<file path="src/hdl/mem_pkg.sv">
package mem_pkg;

	////////////////////
	// Word widths
	////////////////////

	// CPU address
	typedef logic [15:0] mem_addr_t;

	// Memory data word
	typedef logic [15:0] mem_value_t;

	// Program counter value
	typedef logic [15:0] reg_value_t;

	// Separates repeated accesses from one instruction
	typedef logic [31:0] act_id_t;

	// Serial byte
	typedef logic [7:0] byte_t;

	////////////////////
	// Address map
	////////////////////

	localparam mem_addr_t UART_DATA_ADDR   = 16'hBF00;
	localparam mem_addr_t UART_STATUS_ADDR = 16'hBF01;

	// Low address bits decoded inside a bank
	localparam int BANK_ADDR_BITS = 8;

	// Bank wait states and serial bit time
	localparam int RAM1_WAIT     = 2;
	localparam int RAM2_WAIT     = 3;
	localparam int UART_BAUD_DIV = 16;

	////////////////////
	// State encodings
	////////////////////

	typedef enum logic [1:0] {
		BANK_IDLE,
		BANK_BUSY,
		BANK_DONE
	} bank_state_t;

	typedef enum logic [1:0] {
		RX_IDLE,
		RX_START,
		RX_DATA,
		RX_STOP
	} rx_state_t;

endpackage

</file>
<file path="src/hdl/uart_rx.sv">
module uart_rx #(
	parameter int BAUD_DIV = mem_pkg::UART_BAUD_DIV
) (
	input  logic           ram1_work_done,
	input  logic           rst_n,
	input  logic           uart_rxd,
	input  logic           byte_taken,
	output mem_pkg::byte_t rx_byte,
	output logic           received,
	output logic           reading
);

	localparam int CNT_W = $clog2(BAUD_DIV);

	mem_pkg::rx_state_t state;
	logic [1:0]         rxd_sync;
	logic               rxd;
	logic [CNT_W-1:0]   baud_cnt;
	logic [2:0]         bit_idx;
	mem_pkg::byte_t     shift;
	logic               half_bit;
	logic               full_bit;

	// Two-flop synchronizer, line idles high
	always_ff @(posedge ram1_work_done or negedge rst_n) begin
		if (!rst_n) begin
			rxd_sync <= 2'b11;
		end else begin
			rxd_sync <= {rxd_sync[0], uart_rxd};
		end
	end

	assign rxd      = rxd_sync[1];
	assign half_bit = (baud_cnt == CNT_W'(BAUD_DIV / 2 - 1));
	assign full_bit = (baud_cnt == CNT_W'(BAUD_DIV - 1));
	assign reading  = (state != mem_pkg::RX_IDLE);

	////////////////////
	// Receive FSM
	////////////////////

	always_ff @(posedge ram1_work_done or negedge rst_n) begin
		if (!rst_n) begin
			state    <= mem_pkg::RX_IDLE;
			baud_cnt <= '0;
			bit_idx  <= '0;
			received <= 1'b0;
		end else begin
			baud_cnt <= baud_cnt + 1'b1;
			if (byte_taken) begin
				received <= 1'b0;
			end
			case (state)
				mem_pkg::RX_IDLE: begin
					baud_cnt <= '0;
					if (!rxd) begin
						state <= mem_pkg::RX_START;
					end
				end
				mem_pkg::RX_START: begin
					// Recheck at mid start bit, glitches fall back to idle
					if (half_bit) begin
						baud_cnt <= '0;
						bit_idx  <= '0;
						state    <= rxd ? mem_pkg::RX_IDLE : mem_pkg::RX_DATA;
					end
				end
				mem_pkg::RX_DATA: begin
					if (full_bit) begin
						baud_cnt <= '0;
						bit_idx  <= bit_idx + 1'b1;
						if (bit_idx == 3'd7) begin
							state <= mem_pkg::RX_STOP;
						end
					end
				end
				mem_pkg::RX_STOP: begin
					if (full_bit) begin
						state <= mem_pkg::RX_IDLE;
						// A new byte wins over a same-cycle take
						if (rxd) begin
							received <= 1'b1;
						end
					end
				end
				default: begin
					state <= mem_pkg::RX_IDLE;
				end
			endcase
		end
	end

	// LSB first
	always_ff @(posedge ram1_work_done) begin
		if (state == mem_pkg::RX_DATA && full_bit) begin
			shift <= {rxd, shift[7:1]};
		end
		if (state == mem_pkg::RX_STOP && full_bit && rxd) begin
			rx_byte <= shift;
		end
	end

endmodule

</file>
<file path="config.mk">
export PLATFORM = sky130hd
export DESIGN_NAME = uart_rx
export DESIGN_NICKNAME = d
export VERILOG_FILES = /design/src/hdl/mem_pkg.sv /design/src/hdl/uart_rx.sv
export SDC_FILE = /design/constraint.sdc
export NUM_CORES = 1
export LEC_CHECK = 0
export BUFFER_PORTS_ARGS = -buffer_cell sky130_fd_sc_hd__buf_4
export CAP_MARGIN = 25
export CORE_MARGIN = 10
export CORE_UTILIZATION = 45
export DETAILED_ROUTE_END_ITERATION = 16
export PLACE_DENSITY = 0.7
export SLEW_MARGIN = 20
export SYNTH_ARGS = -nofsm -noshare
export SYNTH_HDL_FRONTEND = slang
export SYNTH_SLANG_ARGS = --single-unit
</file>
<file path="constraint.sdc">
create_clock -name ram1_work_done -period 3.1 [get_ports ram1_work_done]
set_input_delay 0.465 -clock ram1_work_done [delete_from_list [all_inputs] [get_ports ram1_work_done]]
set_output_delay 0.465 -clock ram1_work_done [all_outputs]
set_load 0.05 [all_outputs]
</file>
==> results.yml <==
pwr:
  power.internal_uw: 671
  power.leakage_uw: 0.000530
  seqPwrFrac_pct: 53.9
  netSwitchingPower_uw: 276
  swShare_pct: 29.1
  p_comb_share_pct: 21.5
  p_per_area_nw_per_um2: 754
  clock_power_share_pct: 24.6
  peakVddDrop_uv: 522
setup_path:
  crit_type: "register to primary output"
  cp-end-kind: "primary output"
  required_ns: 2.63
  worst_ep_arrival_time_ns: 1.40
  cp-start-kind: "register"
  crit_fanout: 10
outcome:
  status: "finished, final reports clean"
sta:
  period_needed_ns: 1.86
  period_share_pct: 60.1
  hold_viol: 0
  setup_viol: 0
  slew_headroom_pct: 71.8
  fmax_mhz: 537
  clock_skew_ns: 0.00183
  tightestPinTransition_ns: 0.416
  rsz0062_at_grt: "no"
  drv_slew: 0
  fin_setup_tns_ns: 0
logic_synthesis:
  syn_area_per_cell_um2: 15.7
  synth.distinct_cells: 28
  synth.area.top_cells: "edfxtp_1, dfrtp_1, dfstp_2, ha_1, a21o_1"
  synthesis.nets: 76
  yosysTopAreaCellShare_pct: 44.4
  postSynthCellCount: 69
  seq_area_frac_synth_pct: 72.5
  synthesis.area_um2: 1080
  synth_seq_cells: 28
  yosysTopAreaCell: "edfxtp_1"
  ys_warn_count: 0
clock_network:
  clk_latency_ns: 0.32
  clk_pin_slew_ns: 0.14
  post_cts_resized: 0
  cts_max_path_buffers: 2
  clock-sinks: 28
  cts_tree: "done"
  root_buffer: "clkbuf_4"
  h-tree-depth: 1
  numCtsBuffers: 3
place:
  hpwl_mm: 1.12
  place_congestion: 0.708
  placement.io_buffers: 13
detailed_routing:
  drc: 0
  viasPerCell: 5.12
  wl_per_cell_um: 13.6
  ant_nets: 0
  drtIter0Drc: 20
  vias: 573
  detail_route.first_pass.iterations: 4
  wl_mm: 1.52
global_route:
  grt_antenna_before_repair: 0
  grt_pass1_vias: 548
  grt_max_degree: 17
  grt_pass1_wl_mm: 2.53
  track_usage_pct: 6.17
  overflow: 0
finish:
  nets: 92
  layout-drive-gt1-share_pct: 28.6
  final_util_pct: 55.7
  fillers: 194
  antenna_cells: 0
  final_cell_mix: "edfxtp_1, buf_4, dfrtp_1"
  final_common_cell: "edfxtp_1"
  syn_to_final_growth_pct: 16.1
flow_run:
  maxCapViolations: 0
floorplan:
  core_area_um2: 2250
  fp-row-count: 17
  die_h_um: 69.0
  start_util_pct: 47.9
  fp.dieW_um: 69.0
  fp.dieArea_um2: 4760
  io-pin-count: 14
worst_hold_path:
  hold_path_class: "primary input to register"
## flip-flops by register name, summed over array words and instances (netlist names), named ones only
signal and flops:
rx_byte 8, state 1, rxd_sync 2, baud_cnt 4, bit_idx 3, shift 8, received 1
## critical path, stage by stage, from the launching register on
cell and delay, ns:
dfrtp_1 0.51, or2_2 0.37, buf_4 0.20
## layout make-up
cell class | count | area (µm²) | share of cell area [%]
clock buffer | 3 | 22.5 | 1.79
sequential | 28 | 783 | 62.4
multi-input combinational | 34 | 262 | 20.8
tap | 28 | 35.0 | 2.79
timing repair buffer | 14 | 108 | 8.57
clock inverter | 1 | 30.0 | 2.39
inverter | 4 | 15.0 | 1.20
## final timing paths
kind                                        from                    end  slack (ns)  cells after the start
max in group asynchronous                  rst_n  rxd_sync[0]$_DFF_PN1_        2.37                      2
min reg2reg                rxd_sync[0]$_DFF_PN1_  rxd_sync[1]$_DFF_PN1_        0.37                      0
min in group asynchronous                  rst_n  baud_cnt[2]$_DFF_PN0_        0.50                      2
min                                     uart_rxd  rxd_sync[0]$_DFF_PN1_        0.23                      1
max                                     register                reading        1.24                      2
max reg2reg                baud_cnt[0]$_DFF_PN0_   rx_byte[0]$_DFFE_PP_        1.42                      3
## per-stage QoR
step | instances | setup slack (ns) | hold WS [ns] | area [µm²] | total power (µW)
finish | 112 | 1.24 | 0.234 | 1250 | 947
global route | 112 | 1.20 | 0.202 | 1250 | 996
floorplan | 69 | 1.58 | 0.169 | 1080 | 691
global placement | 107 | 1.48 | 0.313 | 1190 | 712
detailed placement | 107 | 1.43 | 0.314 | 1190 | 722
CTS | 112 | 1.23 | 0.222 | 1250 | 956
## logic make-up after synthesis
kind of cell | Yosys count | synth area share [%]
buffers and inverters | 7 | 3.36
and+or+nand+nor | 17 | 10.1
AOI/OAI and AO/OA | 12 | 9.03
adders and majority gates | 3 | 3.47
xor gates and xnor gates | 2 | 1.62
DFF | 28 | 72.5
## cells in the mapped netlist, drive strengths merged
cell    instances
a211oi          1
a21o            4
a21oi           2
a221o           1
a41oi           1
and2            1
and3            1
and4            1
and4b           1
buf             2
clkbuf          1
dfrtp          10
dfstp           2
edfxtp         16
ha              3
inv             4
nand2           1
nand3           1
nand3b          1
nand4b          2
nor2            4
nor2b           2
nor3            1
o221a           2
o311ai          1
or2             1
xor2            2
## power by group through the flow
stage / Combinational, µW / Sequential (µW) / Clock, µW
after floorplan: 202 / 490 / 0
after global placement: 198 / 514 / 0
after detailed placement: 204 / 518 / 0
after CTS: 206 / 510 / 240
after global routing: 225 / 520 / 251
final: 203 / 511 / 233
## routing by layer
| metal | up-vias | share of wire (%) | GRT usage, % |
|---|---|---|---|
| met5 | - | 0 | 0 |
| met1 | 278 | 51 | 8.18 |
| met3 | 0 | 4.7 | 2.14 |
| li1 | 285 | - | - |
| met2 | 10 | 44 | 9.07 |
| met4 | 0 | 0 | 2.00 |
## repair_timing
action                                 4_1_cts  5_1_grt
endpoints found under the hold margin       10        0
hold buffers                                 1        0
setup buffers                                0        0
(Power assumes the default switching activity.)
