[config.mk]
export PLATFORM = sky130hd
export DESIGN_NAME = ram_bank
export DESIGN_NICKNAME = d
export VERILOG_FILES = /design/src/hdl/mem_pkg.sv /design/src/hdl/ram_bank.sv
export SDC_FILE = /design/constraint.sdc
export NUM_CORES = 2
export LEC_CHECK = 0
export BUFFER_PORTS_ARGS = -buffer_cell sky130_fd_sc_hd__buf_2
export CAP_MARGIN = 10
export CORE_ASPECT_RATIO = 1.2
export CORE_UTILIZATION = 35
export CTS_CLUSTER_SIZE = 25
export DETAILED_ROUTE_END_ITERATION = 6
export SLEW_MARGIN = 20
export SYNTH_ARGS = -nofsm -noshare
export SYNTH_HDL_FRONTEND = slang
export SYNTH_SLANG_ARGS = --single-unit
[constraint.sdc]
create_clock -name ram1_work_done -period 10.9 [get_ports ram1_work_done]
set_clock_uncertainty 0.2 [all_clocks]
set_input_delay 1.09 -clock ram1_work_done [delete_from_list [all_inputs] [get_ports ram1_work_done]]
set_output_delay 1.09 -clock ram1_work_done [all_outputs]
set_load 0.02 [all_outputs]
[src/hdl/mem_pkg.sv]
package mem_pkg;

	////////////////////
	// Word widths
	////////////////////

	// CPU address
	typedef logic [15:0] mem_addr_t;

	// Memory data word
	typedef logic [15:0] mem_value_t;

	// Program counter value
	typedef logic [15:0] reg_value_t;

	// Separates repeated accesses from one instruction
	typedef logic [31:0] act_id_t;

	// Serial byte
	typedef logic [7:0] byte_t;

	////////////////////
	// Address map
	////////////////////

	localparam mem_addr_t UART_DATA_ADDR   = 16'hBF00;
	localparam mem_addr_t UART_STATUS_ADDR = 16'hBF01;

	// Low address bits decoded inside a bank
	localparam int BANK_ADDR_BITS = 8;

	// Bank wait states and serial bit time
	localparam int RAM1_WAIT     = 2;
	localparam int RAM2_WAIT     = 3;
	localparam int UART_BAUD_DIV = 16;

	////////////////////
	// State encodings
	////////////////////

	typedef enum logic [1:0] {
		BANK_IDLE,
		BANK_BUSY,
		BANK_DONE
	} bank_state_t;

	typedef enum logic [1:0] {
		RX_IDLE,
		RX_START,
		RX_DATA,
		RX_STOP
	} rx_state_t;

endpackage

[src/hdl/ram_bank.sv]
module ram_bank #(
	parameter int WAIT_STATES = 2
) (
	input  logic                               ram1_work_done,
	input  logic                               rst_n,
	input  logic                               need_to_work,
	input  logic                               wr,
	input  logic [mem_pkg::BANK_ADDR_BITS-1:0] addr,
	input  mem_pkg::mem_value_t                wdata,
	output logic                               done,
	output mem_pkg::mem_value_t                rdata
);

	localparam int DEPTH = 1 << mem_pkg::BANK_ADDR_BITS;
	localparam int CNT_W = $clog2(WAIT_STATES + 1);

	mem_pkg::bank_state_t state;
	mem_pkg::bank_state_t state_next;
	logic [CNT_W-1:0]     wait_cnt;
	logic                 last_wait;
	logic                 finish;

	mem_pkg::mem_value_t  mem [DEPTH];

	assign last_wait = (wait_cnt == CNT_W'(WAIT_STATES - 1));

	// Final wait cycle, the access happens on this edge
	assign finish = (state == mem_pkg::BANK_BUSY) && last_wait;

	assign done = (state == mem_pkg::BANK_DONE);

	////////////////////
	// Bank FSM
	////////////////////

	always_comb begin
		state_next = state;
		case (state)
			mem_pkg::BANK_IDLE,
			mem_pkg::BANK_DONE: begin
				if (need_to_work) begin
					state_next = mem_pkg::BANK_BUSY;
				end
			end
			mem_pkg::BANK_BUSY: begin
				if (last_wait) begin
					state_next = mem_pkg::BANK_DONE;
				end
			end
			default: begin
				state_next = mem_pkg::BANK_IDLE;
			end
		endcase
	end

	always_ff @(posedge ram1_work_done or negedge rst_n) begin
		if (!rst_n) begin
			state    <= mem_pkg::BANK_IDLE;
			wait_cnt <= '0;
		end else begin
			state <= state_next;
			// Count restarts on every new start
			if (state != mem_pkg::BANK_BUSY) begin
				wait_cnt <= '0;
			end else if (!last_wait) begin
				wait_cnt <= wait_cnt + 1'b1;
			end
		end
	end

	////////////////////
	// Storage
	////////////////////

	always_ff @(posedge ram1_work_done) begin
		if (finish && wr) begin
			mem[addr] <= wdata;
		end
	end

	// Held until the next access ends
	always_ff @(posedge ram1_work_done) begin
		if (finish) begin
			if (wr) begin
				rdata <= wdata;
			end else begin
				rdata <= mem[addr];
			end
		end
	end

endmodule

==> metrics.csv <==
metric,value,unit
status,finished clean,
Max Freq,183.0,MHz
met1 WL,164500,um
total number of vias,77850,
Combinational Power Share,5.3,%
syn nets,7199,
Layout Nets,7612,
Setup TNS,0,ps
WHS,238.8,ps
"Hold-fix buffers, CTS",1,
Pwr per Cell Area,181.7,nW/um2
Sw Share,21.76,%
post-synthesis cell area,158300,um2
power share of the clock group,41.1,%
Clock Sinks,4116,
# resized after CTS,0,
design area,179700,um2
initial core utilization,35.15,%
GR Overflow Total,0,
Pleak,0.05566,uW
GRT Total Usage,19.20,%
htree depth,5,
post-synthesis sequential area ratio,78.07,%
"top cells by area, synth","edfxtp_1 (78%), mux4_2 (13%), mux2i_1 (2.5%)",
Flop pwr share,53.6,%
Post-synth EDFFs,4112,
Slew @ Worst Pin,1281,ps
Syn Inst Count,7170,
Yosys cell types,67,
Die ar.,455000,um2
final slew viol count,0,
Max-slew headroom,14.63,%
RSZ-0062 raised after global routing,false,
I/O Pins,45,
Clock Path Buffers,4,
Vias per Instance,5.606,
"slowest stage delay, CP",910,ps
Clock Tree Root,clkbuf_16,
crit path cell chain,"buf_8, buf_12, and2_4, buf_4, a22oi_1, a22oi_1, o2111ai_1, a22oi_1, nor3b_1, a211o_1",
Setup CP Type,in -> reg,
CTS buffer count,381,
"most used cell, CP",a22oi_1,
met2 routed WL,222500,um
average wire per standard cell,32.06,um
Yosys reg bits,4116,
crit-path leading delay family,compound AO/OA/AOI/OAI gates,
Post-Route WL,445200,um
Die Ht,738.7,um
first-pass GRT wire length,620600,um
hpwl dp,267500,um
antenna violations before repair,26,
Layout Area Growth over Synthesis,13.53,%
First-pass DRT Iterations,6,
fin crit share,50.13,%
Worst-path clk slew,60,ps
synthesized area per cell,22.08,um2
number of port buffers,44,
cell taking the most area after synthesis,edfxtp_1,
met3 wire len,37730,um
asr flop ratio synth,0.09718,%
postcts setup bufs,0,
fraction of layout cells with a size suffix above 1,25.89,%
Psw,7105,uW
Core Area,450300,um2
internal power,25550,uW
largest net degree at the start of global routing,165,
Worst Path Arrival,5950,ps
latest clock arrival within the worst-skew pair,930,ps
"Top FF cell, synth",edfxtp_1,
Synth top area share,78.01,%
crit path buf inv count,3,
flop-to-flop setup slack,6400,ps
Max Cap Viol,0,
die width,615.9,um
uppermost layer routed,met5,
min cycle time layout,5464,ps
CP Capture Type,flop,
vias in the first global route,78660,
Critical Path RT,11380,ps
residual DRC count,0,
CP max-delay cell,a22oi_1,
Final setup viols,0,
Max IR drop VDD,0.0001344,V
initial drt markers,9540,
CP Launch Type,input port,
Critical Path Fanout Max,106,
warnings from Yosys,0,
placed cell area,167300,um2
remaining antenna violation count after routing,0,
CTS tree,yes,
min-delay worst type,in -> reg,
Fin. Hold Viols,0,
Final GP Congestion,0.8496,
Row Count,270,
fin util,39.91,%
-- cell usage after synthesis, types with 12 or more instances --
| library cell | number |
|---|---|
| edfxtp_1 | 4112 |
| mux4_2 | 915 |
| mux2i_1 | 390 |
| nor2_1 | 312 |
| a22oi_1 | 204 |
| clkbuf_1 | 153 |
| o22ai_1 | 138 |
| nand2_1 | 124 |
| buf_2 | 94 |
| buf_4 | 88 |
| a21oi_1 | 80 |
| nand3_1 | 60 |
| buf_6 | 52 |
| a211oi_1 | 36 |
| nor2b_1 | 36 |
| o21ai_0 | 36 |
| mux2_2 | 34 |
| nor3_1 | 29 |
| buf_1 | 25 |
| a31oi_1 | 22 |
| o2111ai_1 | 21 |
| nor4_1 | 19 |
| a221oi_1 | 17 |
| nand4_1 | 12 |
-- area by class of cell --
cell class | count | area [um2]
flip-flops and latches | 4116 | 123600
well taps | 5984 | 7487
clock buffers | 443 | 9894
diodes | 12 | 30.03
clock inverters | 247 | 2470
repair buffers | 444 | 3631
multi-input cells | 2634 | 32590
inverters | 6 | 32.53
fillers | 39240 | 270600
-- worst reg2reg max path: stages, from the launching register on --
cell     delay (ps)
dfrtp_1         380
inv_1            60
ha_1            250
and2_1          170
nand2_1          70
buf_4           290
nor3_1          620
nand2_2         730
buf_4           470
nor2_1          580
buf_4           360
-- flip-flops by register name, indices dropped and copies added, names as in the netlist --
register and count:
state 2, rdata 16, wait_cnt 2, mem 4096
-- path summary, 6_finish.rpt --
kind                         startpoint     endpoint  cells after the start
max                             addr[0]     rdata[4]                     10
min                        need_to_work     state[0]                      3
max reg2reg                 wait_cnt[1]  mem[96][10]                     10
min reg2reg                 wait_cnt[1]  wait_cnt[1]                      2
max in group asynchronous         rst_n  wait_cnt[0]                      2
min in group asynchronous         rst_n     state[0]                      2
-- routing by layer --
metal	track usage, %	vias up
met1	24.19	42190
met4	7.829	10
met5	0	-
met2	32.64	3680
li1	-	31180
met3	3.526	789
-- per-stage QoR --
stage	total power (uW)	worst slack, ps	std cells
2_1_floorplan	18680	6699	7170
3_3_place_gp	19520	4382	13180
3_5_place_dp	19550	4395	13180
4_1_cts	32820	5401	13870
5_1_grt	33390	5254	13880
6_report	32650	5436	13890
-- cell usage in the layout (no fill, tap or decap), types with 82 or more instances in the layout --
cell and instances:
mux2i_1 390, nand2_1 109, buf_4 381, clkbuf_16 387, o22ai_1 138, mux4_2 915
edfxtp_1 4112, a22oi_1 204, clkinv_2 82, nor2_1 260
-- power by group through the flow --
stage / clock [uW] / sequential [uW] / combinational (uW)
global route: 14100 / 17500 / 1780
detailed placement: 0 / 17800 / 1710
finish: 13400 / 17500 / 1710
floorplan: 0 / 17800 / 870
global placement: 0 / 17800 / 1680
CTS: 13600 / 17500 / 1710
-- kinds of logic (layout without fill, tap and decap cells) --
| kind of cell | count (synthesis) | in the layout | share of synthesized area [%] |
|---|---|---|---|
| AOI/OAI and AO/OA | 640 | 640 | 2.798 |
| xor gates and xnor gates | 1 | 1 | 0.005534 |
| adders and majority gates | 1 | 1 | 0.007903 |
| other | 0 | 12 | 0 |
| and+or+nand+nor | 653 | 653 | 1.854 |
| muxes | 1339 | 1339 | 15.73 |
| buffers and inverters | 420 | 1140 | 1.537 |
| DFF | 4116 | 4116 | 78.07 |
No activity file was read; power rests on OpenSTA's default activity.
