`config.mk`:
```
export PLATFORM = sky130hd
export DESIGN_NAME = ram_controller
export DESIGN_NICKNAME = d
export VERILOG_FILES = /design/src/hdl/mem_pkg.sv /design/src/hdl/ram_controller.sv
export SDC_FILE = /design/constraint.sdc
export NUM_CORES = 1
export LEC_CHECK = 0
export ABC_AREA = 1
export ABC_CLOCK_PERIOD_IN_PS = 1300
export BUFFER_PORTS_ARGS = -buffer_cell sky130_fd_sc_hd__buf_2
export CAP_MARGIN = 20
export CORE_MARGIN = 1
export CORE_UTILIZATION = 50
export CTS_CLUSTER_DIAMETER = 40
export DETAILED_ROUTE_END_ITERATION = 12
export PLACE_DENSITY = 0.83
export SETUP_SLACK_MARGIN = 0.1
export SYNTH_ARGS = -nofsm -noshare
export SYNTH_HDL_FRONTEND = slang
export SYNTH_SLANG_ARGS = --single-unit
```
`constraint.sdc`:
```
create_clock -name ram1_work_done -period 1.3 [get_ports ram1_work_done]
set_input_delay 0.13 -clock ram1_work_done [delete_from_list [all_inputs] [get_ports ram1_work_done]]
set_output_delay 0.13 -clock ram1_work_done [all_outputs]
set_load 0.005 [all_outputs]
```
`src/hdl/mem_pkg.sv`:
```
package mem_pkg;

	////////////////////
	// Word widths
	////////////////////

	// CPU address
	typedef logic [15:0] mem_addr_t;

	// Memory data word
	typedef logic [15:0] mem_value_t;

	// Program counter value
	typedef logic [15:0] reg_value_t;

	// Separates repeated accesses from one instruction
	typedef logic [31:0] act_id_t;

	// Serial byte
	typedef logic [7:0] byte_t;

	////////////////////
	// Address map
	////////////////////

	localparam mem_addr_t UART_DATA_ADDR   = 16'hBF00;
	localparam mem_addr_t UART_STATUS_ADDR = 16'hBF01;

	// Low address bits decoded inside a bank
	localparam int BANK_ADDR_BITS = 8;

	// Bank wait states and serial bit time
	localparam int RAM1_WAIT     = 2;
	localparam int RAM2_WAIT     = 3;
	localparam int UART_BAUD_DIV = 16;

	////////////////////
	// State encodings
	////////////////////

	typedef enum logic [1:0] {
		BANK_IDLE,
		BANK_BUSY,
		BANK_DONE
	} bank_state_t;

	typedef enum logic [1:0] {
		RX_IDLE,
		RX_START,
		RX_DATA,
		RX_STOP
	} rx_state_t;

endpackage

```
`src/hdl/ram_controller.sv`:
```
module ram_controller (
	input  logic                                 ram1_work_done,
	input  logic                                 rst_n,
	input  logic                                 mem_rd,
	input  logic                                 mem_wr,
	input  mem_pkg::mem_addr_t                   addr,
	input  mem_pkg::mem_value_t                  wdata,
	input  mem_pkg::reg_value_t                  pc,
	input  mem_pkg::act_id_t                     mem_act,
	input  logic                                 bank1_done,
	input  logic                                 bank2_done,
	input  mem_pkg::mem_value_t                  bank1_rdata,
	input  mem_pkg::mem_value_t                  bank2_rdata,
	input  mem_pkg::byte_t                       rx_byte,
	input  logic                                 received,
	input  logic                                 reading,
	output logic                                 bank1_need_to_work,
	output logic                                 bank2_need_to_work,
	output logic                                 bank_wr,
	output logic [mem_pkg::BANK_ADDR_BITS-1:0]   bank_addr,
	output mem_pkg::mem_value_t                  bank_wdata,
	output logic                                 work_done,
	output mem_pkg::mem_value_t                  feedback,
	output logic                                 byte_taken
);

	logic                req;
	logic                is_uart_data;
	logic                is_uart_status;
	logic                is_bank1;
	logic                data_rd;
	logic [1:0]          done_in;
	logic [1:0]          done_q;
	logic [1:0]          done_rise;
	logic [1:0]          bank_hit;
	mem_pkg::reg_value_t tag_pc [2];
	mem_pkg::act_id_t    tag_act [2];
	logic                taken_valid;
	mem_pkg::reg_value_t taken_pc;
	mem_pkg::act_id_t    taken_act;

	assign req            = mem_rd | mem_wr;
	assign is_uart_data   = (addr == mem_pkg::UART_DATA_ADDR);
	assign is_uart_status = (addr == mem_pkg::UART_STATUS_ADDR);
	assign is_bank1       = addr[15];

	// Shared bank request lines, held by the CPU
	assign bank_wr    = mem_wr;
	assign bank_addr  = addr[mem_pkg::BANK_ADDR_BITS-1:0];
	assign bank_wdata = wdata;

	////////////////////
	// Completion tags
	////////////////////

	assign done_in   = {bank2_done, bank1_done};
	assign done_rise = done_in & ~done_q;

	// On the rise cycle the held request is the one that started the bank
	always_comb begin
		for (int i = 0; i < 2; i++) begin
			bank_hit[i] = done_in[i] &&
				(done_rise[i] || (tag_pc[i] == pc && tag_act[i] == mem_act));
		end
	end

	always_ff @(posedge ram1_work_done or negedge rst_n) begin
		if (!rst_n) begin
			done_q <= '0;
			for (int i = 0; i < 2; i++) begin
				tag_pc[i]  <= '0;
				tag_act[i] <= '0;
			end
		end else begin
			done_q <= done_in;
			for (int i = 0; i < 2; i++) begin
				if (done_rise[i]) begin
					tag_pc[i]  <= pc;
					tag_act[i] <= mem_act;
				end
			end
		end
	end

	////////////////////
	// Request routing
	////////////////////

	always_comb begin
		bank1_need_to_work = 1'b0;
		bank2_need_to_work = 1'b0;
		work_done          = 1'b1;
		feedback           = '0;
		if (req) begin
			if (is_uart_status) begin
				feedback = {{14{1'b1}}, received, ~reading};
			end else if (is_uart_data) begin
				feedback = mem_pkg::mem_value_t'(rx_byte);
			end else if (is_bank1) begin
				work_done          = bank_hit[0];
				bank1_need_to_work = ~bank_hit[0];
				feedback           = bank1_rdata;
			end else begin
				work_done          = bank_hit[1];
				bank2_need_to_work = ~bank_hit[1];
				feedback           = bank2_rdata;
			end
		end
	end

	// Byte consumed once per distinct data read
	assign data_rd    = mem_rd & is_uart_data;
	assign byte_taken = data_rd &&
		!(taken_valid && taken_pc == pc && taken_act == mem_act);

	always_ff @(posedge ram1_work_done or negedge rst_n) begin
		if (!rst_n) begin
			taken_valid <= 1'b0;
			taken_pc    <= '0;
			taken_act   <= '0;
		end else if (data_rd) begin
			taken_valid <= 1'b1;
			taken_pc    <= pc;
			taken_act   <= mem_act;
		end
	end

endmodule

```
==> impl_metrics.ini <==
[placed_design]
io_buffers = 140
place_ws_ps = -307
place.gp.congestion = 0.873
dp_hpwl_um = 17700

[critical_path]
arrival_ps = 1900
end_kind = output pin
required_ps = 1170
crit_type = reg2out
critPathBufInv = 2
path_cells = xor2_1, nor2_2, nand2_2, nor2_4, nand2_1, nor2_1, nand2_1, nand2_1, nand2_1, inv_1, buf_2
cp_common_cell = nand2_1
cpMaxStageDelayCell = dfrtp_1
cp_max_fo = 2
cp-start-kind = register
critPathMaxStageDelay_ps = 400
cp_top_family = simple AND/OR/NAND/NOR gates

[logic_synthesis]
yosysWarningCount = 0
synth_top_area_share_pct = 44.3
synthXorXnorAreaFrac_pct = 3.48
synth_top_family_by_area = simple AND/OR/NAND/NOR gates
synth_area_leaders = dfrtp_1 44%, nand2_1 23%, o21ai_0 9.3%
syn_area_mm2 = 0.00831
synthesis.nets = 1332
synth_area_leader_cell = dfrtp_1
yosys.area_share.simple_pct = 28.7
synth_cell_types = 26
muxShareOfSynthArea_pct = 0
ys_seq_elements = 147
syn_area_per_cell_um2 = 6.90
syn_inst = 1204
ys_seq_area_share_pct = 44.3
synth_compound_area_share_pct = 12.7
synth_fa_ha_area_share_pct = 0

[clocking]
clk_latency_ps = 430
cts.path.max_buffers = 2
cts_inserted_buffers = 17
cts.clk_slew.worst_paths_ps = 60
cts_tree = done
cts_root_buf = clkbuf_16
cts_max_level = 4
clock-sinks = 147

[timing]
min_period_over_period_pct = 156
setup_viol = 20
rsz0062_at_grt = yes
fin_hold_ws_ps = 6.37
fmax_ghz = 0.493
relSlewSlack_pct = 73.5
hold_viol = 0
fin_crit_ps = 2030
finalWorstSetupSlack_ps = -728
clock_skew_ps = 4.29
worstMarginPinSlew_ps = 397
drv_slew = 0

[route]
vias = 8584
drtPass1Iterations = 5
via_per_inst = 5.20
wl_um = 25200
ant_nets = 0
drc = 0
drt_first_iter_violations = 698
wl_per_cell_um = 15.3

[outcome]
violations = negative setup slack
status = finished with violations

[power_and_ir_drop]
ir_worst_vdd_mv = 0.893
powerDensity_mw_per_mm2 = 1170
p_sw_share_pct = 27.3
clockPowerShare_pct = 41.2
power.internal_mw = 9.38
power.leakage_nw = 5.83
p_sw_mw = 3.53
seq_power_share_pct = 40.4
comb_power_share_pct = 18.4

[finish]
drive_gt1_share_pct = 24.9
layout.nets = 1550
syn_to_final_growth_pct = 32.4
fill_cells = 1258

[die]
boundaryPins = 173
initial_core_util_pct = 51.8
coreArea_mm2 = 0.0161
die_h_um = 131
fp.dieW_um = 131
die-area_mm2 = 0.0171
fp-row-count = 46

[grt]
antenna_found_initial = 1
grt_start_max_net_pins = 57
grt-ovfl-total = 0
grt_pass1_wl_um = 38200
grt_pass1_vias = 7943
grt_use_total_pct = 29.9

[job]
drv_cap = 0

[worst_hold_path]
hold_class = in2reg
timing repair:
item | in CTS | in global routing
hold endpoints to repair | 167 | 0
pin swaps | 31 | 37
buffers inserted | 4 | 4
gates resized for setup | 70 | 59
setup endpoints to repair | 20 | 46
cloned | 2 | 0
hold buffers | 21 | 0
routing by layer:
layer  vias up  part of all wire (%)  global-route usage [%]
li1       4140                     -                       -
met1      3995                    40                    36.3
met2       365                    48                    49.5
met3        84                   7.6                    6.39
met4         0                   4.3                    17.1
met5         -                     0                       0
cell families (layout without fill, tap and decap cells):
group | Yosys count | in the layout
AND/OR/NAND/NOR | 616 | 616
XOR/XNOR | 33 | 33
AO/OA/AOI/OAI | 207 | 207
other | 0 | 1
buffers and inverters | 201 | 432
flip-flops | 147 | 147
layout by cell type, fill, tap and decap left out, types with 5 or more instances in the layout:
cell,count
inv_1,134
a21oi_2,9
buf_6,12
buf_2,135
o21ai_0,147
nor2_4,5
nand3_1,10
nand2_2,25
clkinv_2,7
xnor2_1,18
bufinv_16,5
o21ai_1,31
nand3_2,6
nor2_1,74
nand2_1,465
nor2_2,13
dfrtp_1,147
nand2_4,10
dlygate4sd3_1,21
xor2_1,13
buf_12,5
buf_4,83
clkbuf_16,17
o22ai_1,11
power groups by stage:
| stage | Clock, mW | Combinational, mW | Sequential (mW) |
|---|---|---|---|
| global route | 5.60 | 2.64 | 5.26 |
| finish | 5.32 | 2.37 | 5.22 |
| CTS | 5.34 | 2.25 | 5.21 |
| global placement | 0 | 2.03 | 5.26 |
| floorplan | 0 | 1.20 | 5.22 |
| detailed placement | 0 | 2.09 | 5.28 |
stage by stage:
step	power, mW	setup TNS (ps)	utilization (%)	instances	instance area (um^2)
2_1_floorplan	6.42	0	-	1204	8310
3_3_place_gp	7.29	-8380	60.1	1588	9650
3_5_place_dp	7.37	-9010	60.1	1588	9650
4_1_cts	12.8	-4010	67.2	1647	10800
5_1_grt	13.5	-4940	68.5	1652	11000
6_report	12.9	-3880	68.5	1652	11000
worst min-delay path, stage by stage:
cell and delay (ps):
buf_2 130, nand2_1 60, o21ai_0 70
path summary, 6_finish.rpt:
path | slack [ps] | cells after the start | from | end
worst max-delay path | -730 | 11 | tag_pc[13] | work_done
worst min-delay path | 6 | 3 | mem_act[18] | tag_act[50]
worst max register to register | 130 | 4 | done_q[0] | tag_act[55]
worst min register to register | 470 | 2 | taken_valid | taken_valid
max in group asynchronous | 540 | 3 | rst_n | tag_act[7]
min in group asynchronous | 170 | 2 | rst_n | tag_act[14]
final cells by class:
cell class                 count  area (um^2)  share of cell area, %
multi-input combinational    856         4090                   37.2
antenna                        1         2.50                 0.0228
inverter                     141          537                   4.88
tap                          216          270                   2.46
timing repair buffer         259         1790                   16.3
sequential                   147         3680                   33.4
clock buffer                  20          447                   4.06
clock inverter                12          185                   1.68
state kept, by name, summed over array words and instances, names as in the netlist:
signal	flops
done_q	2
tag_act	64
tag_pc	32
taken_act	32
taken_pc	16
taken_valid	1
Yosys cell counts (all sizes together):
library cell	n
a21oi	13
xnor2	20
nand4	1
a211oi	1
o22ai	12
clkinv	2
a22o	1
nand2	500
o21ai	180
clkbuf	21
xor2	13
nor3	5
nor2	92
buf	39
dfrtp	147
inv	139
nand3	18
Note: power is estimated with default switching activity, not from simulation.
